--- src/sdmac_macros.svh ---
// Shared constants for the SCSI DMA controller
// FIFO depth must stay a power of two
// Address step equals the bytes per bus word
`ifndef SDMAC_MACROS_SVH
`define SDMAC_MACROS_SVH

`define SDMAC_FIFO_DEPTH 4      // Words
`define SDMAC_IOR_CYC 2         // Read strobe low time, clocks

// CTRL register bits
`define SDMAC_CTRL_ENA 0
`define SDMAC_CTRL_FLUSH 1      // Write one to pulse, reads as zero

`define SDMAC_INT_BIT 2         // STATUS bit, write one clears

`define SDMAC_ADDR_STEP 4

`endif

--- src/sdmacDataPkg.sv ---
// Types for data moving from the peripheral port to memory
// Lane bit 3 marks data bits 31:24 (big-endian packing)
package sdmacDataPkg;

    typedef struct packed {
        logic [31:0] data;
        logic [3:0]  lanes;     // Byte enables
    } fifoWordT;

    typedef logic [15:0] byteCntT;     // Up to 64K-1 bytes per transfer

endpackage

--- src/sdmacRegPkg.sv ---
// Register map types as the CPU sees them
// Register addresses are word indices, not byte offsets
package sdmacRegPkg;

    typedef enum logic [1:0] {
        CTRL   = 2'd0,
        ADDR   = 2'd1,
        STATUS = 2'd2,
        COUNT  = 2'd3
    } regAddrT;

    // Occupies STATUS bits 3:0, intPending lands on bit 2
    typedef struct packed {
        logic fifoEmpty;
        logic intPending;
        logic fifoFull;
        logic busy;
    } statusT;

endpackage

--- src/bytePacker.sv ---
// Packs bytes into 32-bit words, first byte into bits 31:24
// push_o and word_o are combinational with the fourth byte or the flush
// A flush with no bytes held does nothing, a byte wins over a flush
`timescale 1ns/10ps

module bytePacker
    import sdmacDataPkg::*;
(
    input  logic       nSCLK,
    input  logic       nAS_,
    input  logic       byteValid_i,
    input  logic [7:0] byteData_i,
    input  logic       flush_i,
    output logic       push_o,
    output fifoWordT   word_o,
    output logic [1:0] held_o
);

    logic [31:0] acc;
    logic [3:0]  heldLanes;
    logic [31:0] laneBits;
    logic        lastByte;

    assign lastByte  = byteValid_i && held_o == 2'd3;
    assign push_o    = lastByte || (flush_i && !byteValid_i && held_o != 2'd0);
    assign heldLanes = ~(4'hF >> held_o);  // Top held_o lanes set
    assign laneBits  = {{8{heldLanes[3]}}, {8{heldLanes[2]}},
                        {8{heldLanes[1]}}, {8{heldLanes[0]}}};

    always_comb begin
        if (lastByte) begin
            word_o.data  = {acc[31:8], byteData_i};
            word_o.lanes = 4'hF;
        end else begin
            word_o.data  = acc & laneBits;  // Zero pad unused lanes
            word_o.lanes = heldLanes;
        end
    end

    always_ff @(posedge nSCLK or negedge nAS_) begin
        if (!nAS_)
            held_o <= 2'd0;
        else if (byteValid_i)
            held_o <= held_o + 2'd1;        // Wraps to 0 on the fourth byte
        else if (push_o)
            held_o <= 2'd0;
    end

    // Lane base is (3 - held) * 8
    always_ff @(posedge nSCLK) begin
        if (byteValid_i)
            acc[{~held_o, 3'b000} +: 8] <= byteData_i;
    end

endmodule

--- src/dmaCtrl.sv ---
// Central DMA sequencer, fill side and drain side run concurrently
// Only one peripheral read is in flight at a time
// Memory request holds address, data and enables until acknowledged
`timescale 1ns/10ps
`include "sdmac_macros.svh"

module dmaCtrl
    import sdmacDataPkg::*;
(
    input  logic        nSCLK,
    input  logic        nAS_,
    input  logic        dmaEna_i,
    input  logic        flushReq_i,
    input  byteCntT     curCount_i,
    input  logic        dreq_i,
    input  logic        portBusy_i,
    input  logic [$clog2(`SDMAC_ADDR_STEP)-1:0] packerHeld_i,
    input  logic        fifoEmpty_i,
    input  logic        fifoFull_i,
    input  fifoWordT    fifoHead_i,
    input  logic        memAck_i,
    input  logic [31:0] curAddr_i,
    output logic        rdStart_o,
    output logic        flush_o,
    output logic        fifoPop_o,
    output logic        memReq_o,
    output logic [31:0] memAddr_o,
    output logic [31:0] memData_o,
    output logic [3:0]  memBe_o,
    output logic        wordWritten_o,
    output logic        done_o,
    output logic        busy_o
);

    typedef enum logic [1:0] {FILL_IDLE, FILL_RUN, FILL_END} fillStateT;

    fillStateT fillState;
    logic      stopReq;     // CPU flush seen, finish after the current read
    logic      endReq;
    logic      packerEmpty;

    assign endReq      = (curCount_i == '0) || stopReq;
    assign packerEmpty = packerHeld_i == '0;

    // Fill side
    assign rdStart_o = fillState == FILL_RUN && !endReq && dreq_i && !portBusy_i && !fifoFull_i;
    assign flush_o   = fillState == FILL_RUN && endReq && !portBusy_i && !packerEmpty
                       && !fifoFull_i;
    assign done_o    = fillState == FILL_END && fifoEmpty_i && !memReq_o;
    assign busy_o    = fillState != FILL_IDLE;

    // Drain side retires one word per ack
    assign fifoPop_o     = memReq_o && memAck_i;
    assign wordWritten_o = fifoPop_o;

    always_ff @(posedge nSCLK or negedge nAS_) begin
        if (!nAS_) begin
            fillState <= FILL_IDLE;
            stopReq   <= 1'b0;
        end else begin
            if (done_o)
                stopReq <= 1'b0;
            else if (flushReq_i && busy_o)
                stopReq <= 1'b1;

            unique case (fillState)
                FILL_IDLE: if (dmaEna_i) fillState <= FILL_RUN;
                FILL_RUN: begin
                    // Leave once the partial word, if any, has gone to the FIFO
                    if (endReq && !portBusy_i && (packerEmpty || !fifoFull_i))
                        fillState <= FILL_END;
                end
                FILL_END: if (done_o) fillState <= FILL_IDLE;
                default:  fillState <= FILL_IDLE;
            endcase
        end
    end

    always_ff @(posedge nSCLK or negedge nAS_) begin
        if (!nAS_)
            memReq_o <= 1'b0;
        else if (memReq_o) begin
            if (memAck_i)
                memReq_o <= 1'b0;   // At least one idle cycle between words
        end else if (!fifoEmpty_i)
            memReq_o <= 1'b1;
    end

    always_ff @(posedge nSCLK) begin
        if (!memReq_o && !fifoEmpty_i) begin
            memAddr_o <= curAddr_i;
            memData_o <= fifoHead_i.data;
            memBe_o   <= fifoHead_i.lanes;
        end
    end

endmodule

--- src/periphPort.sv ---
// Peripheral read cycle generator
// DACK and IOR fall one clock after rdStart and stay low SDMAC_IOR_CYC clocks
// Byte is sampled in the last low clock, byteValid follows on the next
// rdStart is ignored while a read is in progress
`timescale 1ns/10ps
`include "sdmac_macros.svh"

module periphPort (
    input  logic       nSCLK,
    input  logic       nAS_,
    input  logic       rdStart_i,
    input  logic [7:0] pd_i,
    output logic       nDack_o,
    output logic       nIor_o,
    output logic       byteValid_o,
    output logic [7:0] byteData_o,
    output logic       busy_o
);

    localparam int CNT_W = $clog2(`SDMAC_IOR_CYC + 1);

    logic             active;
    logic [CNT_W-1:0] strobeCnt;    // Clocks left after this one

    assign nDack_o = ~active;
    assign nIor_o  = ~active;
    assign busy_o  = active | byteValid_o;  // Covers the count update cycle too

    always_ff @(posedge nSCLK or negedge nAS_) begin
        if (!nAS_) begin
            active      <= 1'b0;
            strobeCnt   <= '0;
            byteValid_o <= 1'b0;
        end else begin
            byteValid_o <= 1'b0;
            if (active) begin
                if (strobeCnt == '0) begin
                    active      <= 1'b0;
                    byteValid_o <= 1'b1;
                end else
                    strobeCnt <= strobeCnt - 1'b1;
            end else if (rdStart_i) begin
                active    <= 1'b1;
                strobeCnt <= CNT_W'(`SDMAC_IOR_CYC - 1);
            end
        end
    end

    always_ff @(posedge nSCLK) begin
        if (active && strobeCnt == '0)
            byteData_o <= pd_i;
    end

endmodule

--- src/regFile.sv ---
// CPU register block with live address and byte counters
// Accesses are single-cycle strobes, acknowledged one clock later
// ADDR and COUNT are the running counters, so reads show progress
`timescale 1ns/10ps
`include "sdmac_macros.svh"

module regFile
    import sdmacRegPkg::*;
    import sdmacDataPkg::*;
(
    input  logic        nSCLK,
    input  logic        nAS_,
    input  logic        cpuSel_i,
    input  logic        cpuWr_i,
    input  regAddrT     cpuAddr_i,
    input  logic [31:0] cpuWdata_i,
    input  logic        byteTaken_i,
    input  logic        wordWritten_i,
    input  logic        done_i,
    input  logic        fifoEmpty_i,
    input  logic        fifoFull_i,
    input  logic        busy_i,
    output logic [31:0] cpuRdata_o,
    output logic        cpuAck_o,
    output logic        dmaEna_o,
    output logic        flushReq_o,
    output logic [31:0] curAddr_o,
    output byteCntT     curCount_o,
    output logic        nInt_o
);

    logic   wrStrobe;
    logic   intPending;
    statusT status;

    assign wrStrobe = cpuSel_i && cpuWr_i;
    assign status   = '{fifoEmpty: fifoEmpty_i, intPending: intPending,
                        fifoFull: fifoFull_i, busy: busy_i};
    assign nInt_o   = ~intPending;

    always_ff @(posedge nSCLK or negedge nAS_) begin
        if (!nAS_) begin
            cpuAck_o   <= 1'b0;
            flushReq_o <= 1'b0;
            dmaEna_o   <= 1'b0;
            intPending <= 1'b0;
            curAddr_o  <= '0;
            curCount_o <= '0;
        end else begin
            cpuAck_o   <= cpuSel_i;
            flushReq_o <= wrStrobe && cpuAddr_i == CTRL && cpuWdata_i[`SDMAC_CTRL_FLUSH];

            if (done_i)
                dmaEna_o <= 1'b0;   // Transfer finished, drop enable
            else if (wrStrobe && cpuAddr_i == CTRL)
                dmaEna_o <= cpuWdata_i[`SDMAC_CTRL_ENA];

            if (done_i)
                intPending <= 1'b1;
            else if (wrStrobe && cpuAddr_i == STATUS && cpuWdata_i[`SDMAC_INT_BIT])
                intPending <= 1'b0;

            if (wrStrobe && cpuAddr_i == ADDR)
                curAddr_o <= cpuWdata_i;
            else if (wordWritten_i)
                curAddr_o <= curAddr_o + 32'(`SDMAC_ADDR_STEP);

            if (wrStrobe && cpuAddr_i == COUNT)
                curCount_o <= cpuWdata_i[15:0];
            else if (byteTaken_i)
                curCount_o <= curCount_o - 1'b1;
        end
    end

    // Read data lines up with the ack
    always_ff @(posedge nSCLK) begin
        if (cpuSel_i && !cpuWr_i) begin
            unique case (cpuAddr_i)
                CTRL:   cpuRdata_o <= 32'(dmaEna_o) << `SDMAC_CTRL_ENA;
                ADDR:   cpuRdata_o <= curAddr_o;
                STATUS: cpuRdata_o <= {28'b0, status};
                COUNT:  cpuRdata_o <= {16'b0, curCount_o};
            endcase
        end
    end

endmodule

--- src/sdmacTop.sv ---
// SCSI DMA controller top, peripheral to memory only
// No bus arbitration, memory port is a request held until memAck_i
// All ports are plain unidirectional signals
`timescale 1ns/10ps

module sdmacTop
    import sdmacRegPkg::*;
    import sdmacDataPkg::*;
(
    input  logic        nSCLK,
    input  logic        nAS_,
    input  logic        cpuSel_i,
    input  logic        cpuWr_i,
    input  regAddrT     cpuAddr_i,
    input  logic [31:0] cpuWdata_i,
    input  logic        dreq_i,
    input  logic [7:0]  pd_i,
    input  logic        memAck_i,
    output logic [31:0] cpuRdata_o,
    output logic        cpuAck_o,
    output logic        nDack_o,
    output logic        nIor_o,
    output logic        memReq_o,
    output logic [31:0] memAddr_o,
    output logic [31:0] memData_o,
    output logic [3:0]  memBe_o,
    output logic        nInt_o
);

    logic        dmaEna, flushReq, done, dmaBusy, wordWritten;
    logic [31:0] curAddr;
    byteCntT     curCount;
    logic        rdStart, portBusy, byteValid;
    logic [7:0]  byteData;
    logic        flush, push;
    logic [1:0]  held;
    fifoWordT    packWord, fifoHead;
    logic        fifoPop, fifoEmpty, fifoFull;

    regFile uRegFile (
        .nSCLK        (nSCLK),        .nAS_       (nAS_),
        .cpuSel_i     (cpuSel_i),     .cpuWr_i    (cpuWr_i),
        .cpuAddr_i    (cpuAddr_i),    .cpuWdata_i (cpuWdata_i),
        .byteTaken_i  (byteValid),    .wordWritten_i (wordWritten),
        .done_i       (done),         .fifoEmpty_i   (fifoEmpty),
        .fifoFull_i   (fifoFull),     .busy_i        (dmaBusy),
        .cpuRdata_o   (cpuRdata_o),   .cpuAck_o      (cpuAck_o),
        .dmaEna_o     (dmaEna),       .flushReq_o    (flushReq),
        .curAddr_o    (curAddr),      .curCount_o    (curCount),
        .nInt_o       (nInt_o)
    );

    dmaCtrl uDmaCtrl (
        .nSCLK        (nSCLK),        .nAS_          (nAS_),
        .dmaEna_i     (dmaEna),       .flushReq_i    (flushReq),
        .curCount_i   (curCount),     .dreq_i        (dreq_i),
        .portBusy_i   (portBusy),     .packerHeld_i  (held),
        .fifoEmpty_i  (fifoEmpty),    .fifoFull_i    (fifoFull),
        .fifoHead_i   (fifoHead),     .memAck_i      (memAck_i),
        .curAddr_i    (curAddr),      .rdStart_o     (rdStart),
        .flush_o      (flush),        .fifoPop_o     (fifoPop),
        .memReq_o     (memReq_o),     .memAddr_o     (memAddr_o),
        .memData_o    (memData_o),    .memBe_o       (memBe_o),
        .wordWritten_o (wordWritten), .done_o        (done),
        .busy_o       (dmaBusy)
    );

    periphPort uPeriphPort (
        .nSCLK       (nSCLK),     .nAS_       (nAS_),
        .rdStart_i   (rdStart),   .pd_i       (pd_i),
        .nDack_o     (nDack_o),   .nIor_o     (nIor_o),
        .byteValid_o (byteValid), .byteData_o (byteData),
        .busy_o      (portBusy)
    );

    bytePacker uBytePacker (
        .nSCLK       (nSCLK),     .nAS_       (nAS_),
        .byteValid_i (byteValid), .byteData_i (byteData),
        .flush_i     (flush),     .push_o     (push),
        .word_o      (packWord),  .held_o     (held)
    );

    wordFifo #(.ELEM_T(fifoWordT)) uWordFifo (
        .nSCLK   (nSCLK),     .nAS_    (nAS_),
        .push_i  (push),      .din_i   (packWord),
        .pop_i   (fifoPop),   .head_o  (fifoHead),
        .empty_o (fifoEmpty), .full_o  (fifoFull)
    );

endmodule

--- src/wordFifo.sv ---
// Synchronous FIFO, first word falls through on head_o
// Push when full and pop when empty are ignored
// Depth from SDMAC_FIFO_DEPTH, must be a power of two
`timescale 1ns/10ps
`include "sdmac_macros.svh"

module wordFifo #(
    parameter type ELEM_T = logic [31:0]
) (
    input  logic  nSCLK,
    input  logic  nAS_,
    input  logic  push_i,
    input  ELEM_T din_i,
    input  logic  pop_i,
    output ELEM_T head_o,
    output logic  empty_o,
    output logic  full_o
);

    localparam int AW = $clog2(`SDMAC_FIFO_DEPTH);

    ELEM_T       mem [`SDMAC_FIFO_DEPTH];
    logic [AW:0] wrPtr;     // Extra MSB tells full from empty
    logic [AW:0] rdPtr;
    logic        doPush;
    logic        doPop;

    assign doPush  = push_i && !full_o;
    assign doPop   = pop_i && !empty_o;
    assign empty_o = wrPtr == rdPtr;
    assign full_o  = (wrPtr[AW] != rdPtr[AW]) && (wrPtr[AW-1:0] == rdPtr[AW-1:0]);
    assign head_o  = mem[rdPtr[AW-1:0]];

    always_ff @(posedge nSCLK or negedge nAS_) begin
        if (!nAS_) begin
            wrPtr <= '0;
            rdPtr <= '0;
        end else begin
            if (doPush)
                wrPtr <= wrPtr + 1'b1;
            if (doPop)
                rdPtr <= rdPtr + 1'b1;
        end
    end

    always_ff @(posedge nSCLK) begin
        if (doPush)
            mem[wrPtr[AW-1:0]] <= din_i;
    end

endmodule
--- config.mk ---
export PLATFORM = sky130hd
export DESIGN_NAME = sdmacTop
export DESIGN_NICKNAME = d
export VERILOG_FILES = /design/src/sdmacDataPkg.sv /design/src/sdmacRegPkg.sv /design/src/bytePacker.sv /design/src/dmaCtrl.sv /design/src/periphPort.sv /design/src/regFile.sv /design/src/sdmacTop.sv /design/src/wordFifo.sv
export VERILOG_INCLUDE_DIRS = /design/src
export SDC_FILE = /design/constraint.sdc
export NUM_CORES = 1
export LEC_CHECK = 0
export ABC_AREA = 0
export BUFFER_PORTS_ARGS = -buffer_cell sky130_fd_sc_hd__buf_2
export CORE_ASPECT_RATIO = 1.1
export CORE_MARGIN = 5
export CORE_UTILIZATION = 60
export DETAILED_ROUTE_END_ITERATION = 8
export MAX_ROUTING_LAYER = met4
export PLACE_DENSITY = 0.81
export SLEW_MARGIN = 20
export SYNTH_ARGS = -nofsm -noshare
export SYNTH_HDL_FRONTEND = slang
export SYNTH_SLANG_ARGS = --single-unit
--- constraint.sdc ---
create_clock -name nSCLK -period 8.6 [get_ports nSCLK]
set_clock_uncertainty 0.05 [all_clocks]
set_input_delay 1.72 -clock nSCLK [delete_from_list [all_inputs] [get_ports nSCLK]]
set_output_delay 1.72 -clock nSCLK [all_outputs]
set_load 0.01 [all_outputs]
Yosys cells after proc, flatten, opt, wreduce, memory -nomap -nowiden
Memories as Yosys holds them, arrays and structs flattened. A register that Yosys moved wholly into a read port is not among the register bits.
Index checks and enable logic that the tools add are counted.
{ "totals": {"ram_bits": 144, "n_memories": 1, "output_inout_bits": 105, "register_bits": 172, "wordCells": 138, "input_bits": 48} }
{ "memory_table": {"columns": ["name", "depth", "word_bits", "rd", "rd_clocked_by_memory_dff", "write_ports", "line_no", "source"], "rows": [
  ["uWordFifo.mem", 4, 36, 1, 1, 1, "wordFifo.sv:22", "ELEM_T mem [`SDMAC_FIFO_DEPTH];"]
]} }
{ "op_classes": {"eq_ne": 13, "n_addsub": 7, "n_mux": 32, "reduce_logical": 57, "n_bitwise": 6, "shift": 3} }
{ "ops": {"columns": ["op", "n"], "rows": [
  ["case mux 32 bit (4 select lines)", 1],
  ["2-to-1 mux 32 bit", 2],
  ["2-to-1 mux 36 bit", 1],
  ["adder 32 x 3 -> 32 bit (second input constant)", 1],
  ["bitwise AND 32 bit", 1],
  ["bitwise mux 32 bit", 1],
  ["2-to-1 mux 16 bit", 2],
  ["variable shift 8 x 7 -> 32 bit (first input constant)", 1],
  ["indexed part select 8 x 7 -> 32 bit", 1],
  ["logical AND 1 bit", 30],
  ["nonzero test 2 bit", 9],
  ["logical NOT 16 bit", 1],
  ["2-to-1 mux 1 bit", 16],
  ["2-to-1 mux 2 bit", 8],
  ["subtractor 16 x 1 -> 16 bit (second input constant)", 1],
  ["equality test 2 bit (second input constant)", 4],
  ["logical NOT 1 bit", 8],
  ["logical NOT 2 bit", 4],
  ["!= test 2 bit (second input constant)", 4],
  ["negation 5 -> 7 bit", 1],
  ["adder 3 x 1 -> 3 bit (second input constant)", 2],
  ["case mux 2 bit (3 select lines)", 1],
  ["equality test 2 x 1 -> 1 bit (second input constant)", 2],
  ["NOT 4 bit", 1],
  ["12 further kinds", 15]
]} }

Longest topological paths before layout
Gate-level depths: netlist (run 1).
{ "logic_depth": {"ltp_word": 12, "ltp_mapped": 7, "mapped_depth_nobuf": 7} }

Modules after synthesis
From an unflattened synthesis (run 1), not the netlist that was laid out.
{ "unflattened": {"hier_cells": 858, "hier_area_um2": 13897.1} }
{ "modules_own_cells": {"columns": ["module", "area_per_inst_um2", "seq_area_each_um2", "instances", "cells_each"], "rows": [
  ["wordFifo", 5715.5, 4474.3, 1, 237],
  ["regFile", 4083.9, 2262.2, 1, 385],
  ["dmaCtrl", 2297.2, 2142.1, 1, 98],
  ["bytePacker", 1372.6, 770.7, 1, 113],
  ["periphPort", 427.9, 340.3, 1, 25]
]} }

Least setup slack after synthesis (run 1)
No wires, ideal clock.
{ "synth_path": {"path_type": "flip-flop to flip-flop", "from": "register uWordFifo.rdPtr[2]", "to": "register uDmaCtrl.memAddr_o[0] (enable)", "path_buffers": 0, "path_slack_ps": 4259, "setup_ps": 501, "arrival_ps": 3790, "path_stages_with_launch": 4, "synth_period_minus_slack_ps": 4341, "required_ps": 8049, "cell_sequence": "dfrtp_1 -> xor2_1 -> nand3b_1 -> nor2b_1"} }
{ "synth_between": {"elab_chain_cells": 3} }
{ "synth_lines": {"columns": ["element", "line_no", "source"], "rows": [
  ["start: declaration", "wordFifo.sv:24", "logic [AW:0] rdPtr;"],
  ["start signal: assignment", "wordFifo.sv:42", "rdPtr <= rdPtr + 1'b1;"],
  ["equality test 3 bit", "wordFifo.sv:30", "assign empty_o = wrPtr == rdPtr;"],
  ["logical NOT 1 bit", "dmaCtrl.sv:90", "if (!memReq_o && !fifoEmpty_i) begin"],
  ["logical AND 1 bit", "dmaCtrl.sv:90", null],
  ["end signal: assignment", "dmaCtrl.sv:91", "memAddr_o <= curAddr_i;"],
  ["end: declaration", "dmaCtrl.sv:27", "output logic [31:0] memAddr_o,"]
]} }
No other way between the ends.
A chain may end at the register's enable or synchronous reset.

Final worst setup path (run 1)
{ "layout_path": {"from": "register uRegFile.curCount_o[7]", "to": "memory uWordFifo.mem[2][6] (netlist bit) (enable)"} }
{ "layout_between": {"elab_chain_cells": 12} }
{ "layout_lines": {"columns": ["element", "line_no", "source"], "rows": [
  ["start: declaration", "regFile.sv:28", "output byteCntT curCount_o,"],
  ["start signal: assignment", "regFile.sv:69", "curCount_o <= cpuWdata_i[15:0];"],
  ["start signal: assignment", "regFile.sv:71", "curCount_o <= curCount_o - 1'b1;"],
  ["logical NOT 16 bit", "dmaCtrl.sv:42", "assign endReq = (curCount_i == '0) || stopReq;"],
  ["logical OR 1 bit", "dmaCtrl.sv:42", null],
  ["logical AND 1 bit (3 in series)", "dmaCtrl.sv:47", "assign flush_o = fillState == FILL_RUN && endReq && !portBusy_i && !packerEmpty"],
  ["logical AND 1 bit", "dmaCtrl.sv:48", "&& !fifoFull_i;"],
  ["logical AND 1 bit (2 in series)", "bytePacker.sv:25", "assign push_o = lastByte || (flush_i && !byteValid_i && held_o != 2'd0);"],
  ["logical OR 1 bit", "bytePacker.sv:25", null],
  ["logical AND 1 bit", "wordFifo.sv:28", "assign doPush = push_i && !full_o;"],
  ["2-to-1 mux 1 bit", "wordFifo.sv:47", "if (doPush)"],
  ["2-to-1 mux 1 bit (not written as such)", "wordFifo.sv:48", "mem[wrPtr[AW-1:0]] <= din_i;"],
  ["end: declaration", "wordFifo.sv:22", null]
]} }
No other way between the ends.

==> metrics.md, run 1 <==
| Metric | Value |
|---|---|
| Outcome | `completed` |
| Final Setup Violations | `0` |
| Max Cap Viol | `0` |
| Xor-xnor portion of the synthesized cell area | `around 3.1%` |
| Slew headroom | `approximately a third` |
| Cells after Synth | `approximately 850` |
| Worst IR Drop VDD | `0.1845 mV` |
| Simple-gate share of the synthesized area | `about a tenth` |
| Routed WL | `roughly 27000 um` |
| DR DRC count | `0` |
| Complex-gate fraction of the synthesized area | `under 10%` |
| Final Util | `71.56%` |
| EDFF count, synth | `276` |
| First-pass GRT wire length | `43060 um` |
| H-tree Lvls | `2` |
| Post-CTS Hold Buffers | `0` |
| Ys flop type | `edfxtp_1` |
| Register clock-pin slew on the reported worst setup and hold paths | `around 0.060 ns` |
| Avg Cell Area, Syn | `approximately 16 um^2` |
| IO buf count | `roughly 150` |
| Number of nets with antenna violations after routing | `0` |
| R2R setup slack | `approximately 5.2 ns` |
| Die Y-Extent | `168.1 um` |
| Die area | `between 20000 and 30000 um^2` |
| WP data arrival | `approximately 3.4 ns` |
| CP required | `8.69 ns` |
| Final count of hold timing violations | `0` |
| TritonCTS clock tree | `yes` |
| RSZ-0062 raised after global routing | `no` |
| Clock latency at the later pin of the worst-skew pair | `0.51 ns` |
| Clock root cell | `clkbuf_16` |
| Inst Count DP | `roughly 1300` |
| Setup TNS | `0 ns` |
| Main combinational cell family by area after synthesis | `simple AND/OR/NAND/NOR gates` |
| #FFs+latches synth | `~340` |
| Site Rows | `57` |
| Vias/cell | `around 5.7` |
| Commonest non-fill, non-tap cell in the layout | `edfxtp_1` |
| CTS sink count | `between 300 and 400` |
| Crit start category | `flip-flop` |
| Starting density of the core | `between 60% and 70%` |
| # IOs | `roughly 150` |
| Total track usage | `a little over a fifth` |
| Fin nets | `1077` |
| Mapped cell area | `13630 um^2` |
| Clock buffer depth | `3` |
| Warnings from Yosys | `0` |
| Post-CTS Setup Repair Bufs | `0` |
| Area leader, netlist | `edfxtp_1` |
| Asr flop ratio synth | `19.77%` |
| Avg WL per Cell | `20.31 um` |
| CP endpoint kind | `flip-flop` |
| Synth Area in Adders | `under 10%` |
| Pwr dens | `330.4 nW/um^2` |
| Grt ovf | `0` |
| Drt pass-1 iters | `5` |
| CTS Buf Count | `34` |
| Die X | `around 150 um` |
| Post-synthesis mux area share | `7.553%` |
| Sequential share of the synthesized area | `73.27%` |
| Vias in the first global route | `just under 8000` |
| Vias after detailed routing | `~7600` |
| Yosys cell types | `between 40 and 50` |
| Gpl congestion | `roughly 0.9` |
| CP Class | `flip-flop to flip-flop` |
| Cell Count, Final, Fillers Out | `1340` |
| Minimum clock period | `~3.4 ns` |
| Drt initial violations | `slightly above 500` |
| Leakage power total | `between 5 and 6 nW` |
| Quantity of gates resized following cts | `0` |
| Syn nets | `between 900 and 1000` |
| Layout cells sized above 1 | `approximately 26%` |
| Initial antenna violation count | `5` |
| Least-Margin Pin Slew | `a little over 1 ns` |
| Layout area overhead | `16.78%` |
| Period Utilization, post-route | `about two fifths` |
| Fill count | `about 1400` |
| Core area | `22250 um^2` |
| Max-slew violation count | `0` |
| Top cells by area, synth | `edfxtp_1 (61%), dfrtp_1 (12%), mux4_2 (6.1%), and2_1 (2.9%), xor2_1 (2.1%)` |
| CP max FO | `28` |
| Maximum clock rate | `0.2982 GHz` |
| Hold crit path type | `flip-flop to flip-flop` |
| Share of the synthesized area in the top cell type | `60.79%` |
| Largest net degree at the start of global routing | `69` |
| HPWL Detailed | `between 15000 and 20000 um` |
| Most frequent cells in the layout | `edfxtp_1 (276), buf_2 (152), dfrtp_1 (67)` |
## metal layers
layer  up-vias  global-route usage (%)  share of wire (%)
met1      3778                   27.99                 39
met2       296                   36.10                 51
met3        50                   4.416                7.3
met4         0                   6.452                2.4
met5         -                       -                  0
li1       3502                       -                  -
## sequential cells by signal (all words and copies together) (netlist names)
signal	cells
uDmaCtrl.memBe_o	4
uWordFifo.wrPtr	3
uBytePacker.acc	24
uDmaCtrl.fillState	2
uPeriphPort.byteData_o	8
uDmaCtrl.memAddr_o	32
uPeriphPort.byteValid_o	1
uRegFile.intPending	1
uBytePacker.held_o	2
uDmaCtrl.stopReq	1
uRegFile.flushReq_o	1
uPeriphPort.strobeCnt	2
uRegFile.cpuRdata_o	32
uWordFifo.mem	144
uPeriphPort.active	1
uRegFile.dmaEna_o	1
uRegFile.cpuAck_o	1
uRegFile.curAddr_o	32
uWordFifo.rdPtr	3
uDmaCtrl.memReq_o	1
uDmaCtrl.memData_o	32
uRegFile.curCount_o	16
## path summary, 6_finish.rpt
path	startpoint	end	depth (start not counted)
hold / removal	uRegFile.intPending	uRegFile.intPending	1
hold reg to reg	uRegFile.intPending	uRegFile.intPending	1
setup / recovery	uRegFile.curCount_o[7]	uWordFifo.mem[2][6]	6
setup reg to reg	uRegFile.curCount_o[7]	uWordFifo.mem[2][6]	6
min in group asynchronous	nAS_	uRegFile.curAddr_o[17]	2
max in group asynchronous	nAS_	uWordFifo.rdPtr[0]	2
## cell usage after synthesis, drive strengths merged, types with 2 or more instances
cell type	n
edfxtp	276
xor2	32
nand4	15
mux2i	14
a22o	3
dfrtp	68
or3	3
nand3	21
o21a	2
and4	3
o21ai	32
xnor2	17
nor2	38
nand2b	2
nor3	11
and3	13
mux4	37
nand2	56
clkbuf	24
buf	9
inv	16
and2	64
a21oi	22
nor4	6
or4	4
ha	14
nor2b	28
mux2	5
## final cells by class
class / count / area [um^2] / share of cell area, %
Antenna cell: 5 / 12.51 / 0.07858
Clock buffer: 49 / 968.4 / 6.082
Clock inverter: 12 / 166.4 / 1.045
Inverter: 16 / 60.06 / 0.3772
Multi-Input combinational cell: 455 / 3492 / 21.93
Sequential cell: 344 / 9991 / 62.75
Tap cell: 295 / 369.1 / 2.318
Timing Repair Buffer: 164 / 863.3 / 5.422
## worst max-delay path, cell delays in order (launching register included)
cell and delay (ns):
dfrtp_1 0.44, or4_1 0.67, nor2_1 0.25, a41o_1 0.31, a22oi_1 0.26, nor2b_2 0.50, buf_4 0.49
## cell families after synthesis
logic type                 Yosys count
DFF                                344
and+or+nand+nor                    269
AOI/OAI and AO/OA                   67
muxes                               56
xor gates and xnor gates            49
buffers and inverters               49
adders and majority gates           14
## where the power goes
group	total [mW]	switching, mW	internal [mW]	leakage, nW
Combinational	1.24	0.722	0.514	1.97
Clock	1.49	0.584	0.906	0.558
Sequential	2.53	0.207	2.33	3.37
Total	5.26	1.51	3.75	5.91
## through the flow
step	worst slack (ns)	instance area [um^2]	power [mW]	hold WS, ns
3_3_place_gp	4.674	14760	3.761	0.4112
6_report	5.247	15920	5.260	0.4351
3_5_place_dp	4.642	14760	3.812	0.4166
2_1_floorplan	4.259	13630	3.347	0.3912
5_1_grt	5.007	15920	5.524	0.4526
4_1_cts	5.118	15890	5.317	0.4320
No activity file was read; power rests on OpenSTA's default activity.
==> run 2: changes to the inputs <==
--- a/config.mk
+++ b/config.mk
@@ -10,10 +10,10 @@
 export BUFFER_PORTS_ARGS = -buffer_cell sky130_fd_sc_hd__buf_2
 export CORE_ASPECT_RATIO = 1.1
 export CORE_MARGIN = 5
-export CORE_UTILIZATION = 60
+export CORE_UTILIZATION = 53
 export DETAILED_ROUTE_END_ITERATION = 8
 export MAX_ROUTING_LAYER = met4
-export PLACE_DENSITY = 0.81
+export PLACE_DENSITY = 0.76
 export SLEW_MARGIN = 20
 export SYNTH_ARGS = -nofsm -noshare
 export SYNTH_HDL_FRONTEND = slang
==> constraint.sdc (replaced) <==
create_clock -name nSCLK -period 2.9 [get_ports nSCLK]
set_clock_uncertainty 0.05 [all_clocks]
set_input_delay 0.58 -clock nSCLK [delete_from_list [all_inputs] [get_ports nSCLK]]
set_output_delay 0.58 -clock nSCLK [all_outputs]
set_load 0.01 [all_outputs]
==> run 2 against run 1 <==
Effect of this change: wire length increased by 0.56%; clock-buffer cell count decreased by 6; core utilization decreased by 8.0 points; die area increased by 12%; sequential power increased to 3.0 times the previous value; critical path type unchanged; largest cell class unchanged; highest routed layer unchanged.
==> metrics.md, run 2 (synthesis gave the netlist of run 1 again) <==
| Metric | Value |
|---|---|
| Cell chain of the critical path | `or4_1 -> nor2_1 -> a41o_1 -> a22oi_1 -> nor2b_4 -> buf_12` |
| Final Cell Area | `16120 um^2` |
| CTS Buf Count | `35` |
| Pwr dens | `around 970 nW/um^2` |
| Crit start category | `flip-flop` |
| Fin nets | `1086` |
| Launch point of the worst reg-to-reg path | `uRegFile.curCount_o[7]` |
| Sequential power share | `47.8%` |
| CP endpoint kind | `flip-flop` |
| Multi-input logic area | `approximately 3500 um^2` |
| Layout area overhead | `18.22%` |
| Quantity of gates resized following cts | `0` |
| Worst IR Drop VDD | `between 0.5 and 0.6 mV` |
| Hold crit path type | `primary input to async pin` |
| Initial antenna violation count | `6` |
| Max incr delay on CP | `between 0.6 and 0.7 ns` |
| H-tree Lvls | `2` |
| Die area | `29040 um^2` |
| Commonest non-fill, non-tap cell in the layout | `edfxtp_1` |
| Die X | `between 150 and 200 um` |
| WP data arrival | `approximately 2.9 ns` |
| Area of placed instances | `~15000 um^2` |
| Delay-heaviest family, CP | `simple AND/OR/NAND/NOR gates` |
| First-pass GRT wire length | `42700 um` |
| Layout cells sized above 1 | `a little over a quarter` |
| Site Rows | `61` |
| Final Util | `63.61%` |
| Grt ovf | `0` |
| Largest register FFs | `144` |
| Avg WL per Cell | `between 15 and 20 um` |
| Starting density of the core | `a little over half` |
| Max-slew violation count | `0` |
| Outcome | `completed` |
| Leakage power total | `5.970 nW` |
| Fill count | `1827` |
| Sw Pwr | `approximately 4.6 mW` |
| Routed WL | `about 27000 um` |
| Total track usage | `a little under 20%` |
| R2r endpoint | `uWordFifo.mem[2][8]` |
| Most frequent cells in the layout | `edfxtp_1 (276), buf_2 (152), dfrtp_1 (67)` |
| Storage cell area | `roughly 10000 um^2` |
| Max Cap Viol | `0` |
| Number of nets with antenna violations after routing | `0` |
| CP required | `3.04 ns` |
| Final count of hold timing violations | `0` |
| Period Utilization, post-route | `between 90% and 100%` |
| Core area | `between 20000 and 30000 um^2` |
| Register clock-pin slew on the reported worst setup and hold paths | `roughly 0.060 ns` |
| Drt pass-1 iters | `5` |
| Int Power | `roughly 11 mW` |
| IO buf count | `152` |
| Clock share of power | `28.0%` |
| Buf/Inv on CP | `1` |
| Least-Margin Pin Slew | `between 0.8 and 0.9 ns` |
| TritonCTS clock tree | `yes` |
| Switching Share | `29.28%` |
| CP Class | `flip-flop to flip-flop` |
| Minimum clock period | `between 2 and 3 ns` |
| RSZ-0062 raised after global routing | `no` |
| Crit-path slowest cell | `or4_1` |
| Gpl congestion | `~0.87` |
| Combinational share of power | `about a quarter` |
| CTS sink count | `about 340` |
| Clock latency at the later pin of the worst-skew pair | `slightly above 0.5 ns` |
| Slew headroom | `a little over two fifths` |
| Die Y-Extent | `~180 um` |
| Largest net degree at the start of global routing | `around 70` |
| Vias in the first global route | `7866` |
| Maximum clock rate | `0.3589 GHz` |
| Post-CTS Hold Buffers | `0` |
| HPWL Detailed | `roughly 18000 um` |
| Drt initial violations | `around 480` |
| Clock buffer depth | `3` |
| CP max FO | `36` |
| Vias/cell | `5.397` |
| Clock root cell | `clkbuf_16` |
| Post-CTS Setup Repair Bufs | `0` |
| Final Setup Violations | `0` |
| Worst r2r path cells | `6` |
| Vias after detailed routing | `between 7000 and 8000` |
| R2R setup slack | `roughly 0.11 ns` |
| # IOs | `about 150` |
| DR DRC count | `0` |
run 2: worst register-to-register path: cells and delay by family, from the launching register on:
kind                   cells  cell delay [ns]
and+or+nand+nor            3             1.12
AOI/OAI and AO/OA          2             0.61
DFF                        1             0.43
buffers and inverters      1             0.23
run 2: power by group through the flow:
| stage | registers [mW] | logic (mW) | clock network, mW |
|---|---|---|---|
| floorplan | 7.73 | 2.17 | 0 |
| global placement | 7.53 | 3.76 | 0 |
| detailed placement | 7.56 | 3.84 | 0 |
| CTS | 7.48 | 3.87 | 4.46 |
| global route | 7.59 | 4.16 | 4.69 |
| finish | 7.47 | 3.78 | 4.39 |
run 2: area by class of cell:
class | instances | share of cell area (%)
diodes | 6 | 0.09315
clock buffers | 43 | 6.008
clock inverters | 20 | 1.032
inverters | 16 | 0.3726
multi-input cells | 455 | 21.70
flip-flops and latches | 344 | 61.99
well taps | 346 | 2.686
repair buffers | 172 | 6.117
run 2: worst max-delay path by stage:
stage,cells after the start,to,startpoint
final,6,uWordFifo.mem[2][8],uRegFile.curCount_o[7]
after global routing,6,uWordFifo.mem[2][8],uRegFile.curCount_o[7]
after CTS,6,uWordFifo.mem[1][13],uRegFile.curCount_o[7]
after detailed placement,6,uWordFifo.mem[1][13],uRegFile.curCount_o[7]
after global placement,6,uWordFifo.mem[0][13],uRegFile.curCount_o[7]
after floorplan,6,uWordFifo.mem[1][0],uRegFile.curCount_o[7]
run 2: metrics by stage:
step           total power, mW  setup WS, ns  std cells  setup TNS, ns  hold WS [ns]
6_report                 15.64        0.1138       1402              0       0.02466
5_1_grt                  16.44       0.01009       1402              0       0.05410
4_1_cts                  15.82        0.1036       1396              0       0.01820
3_5_place_dp             11.39        0.1227       1333              0        0.4163
3_3_place_gp             11.29        0.2177       1333              0        0.4142
2_1_floorplan            9.896       -0.1996        848         -21.79        0.2344
run 2: layer usage:
layer  vias up  share of wire (%)  GRT usage [%]
met5         -                  0              -
met4         0                2.0          5.103
met3        41                7.8          4.715
met2       250                 51          33.25
met1      3751                 39          24.19
li1       3525                  -              -
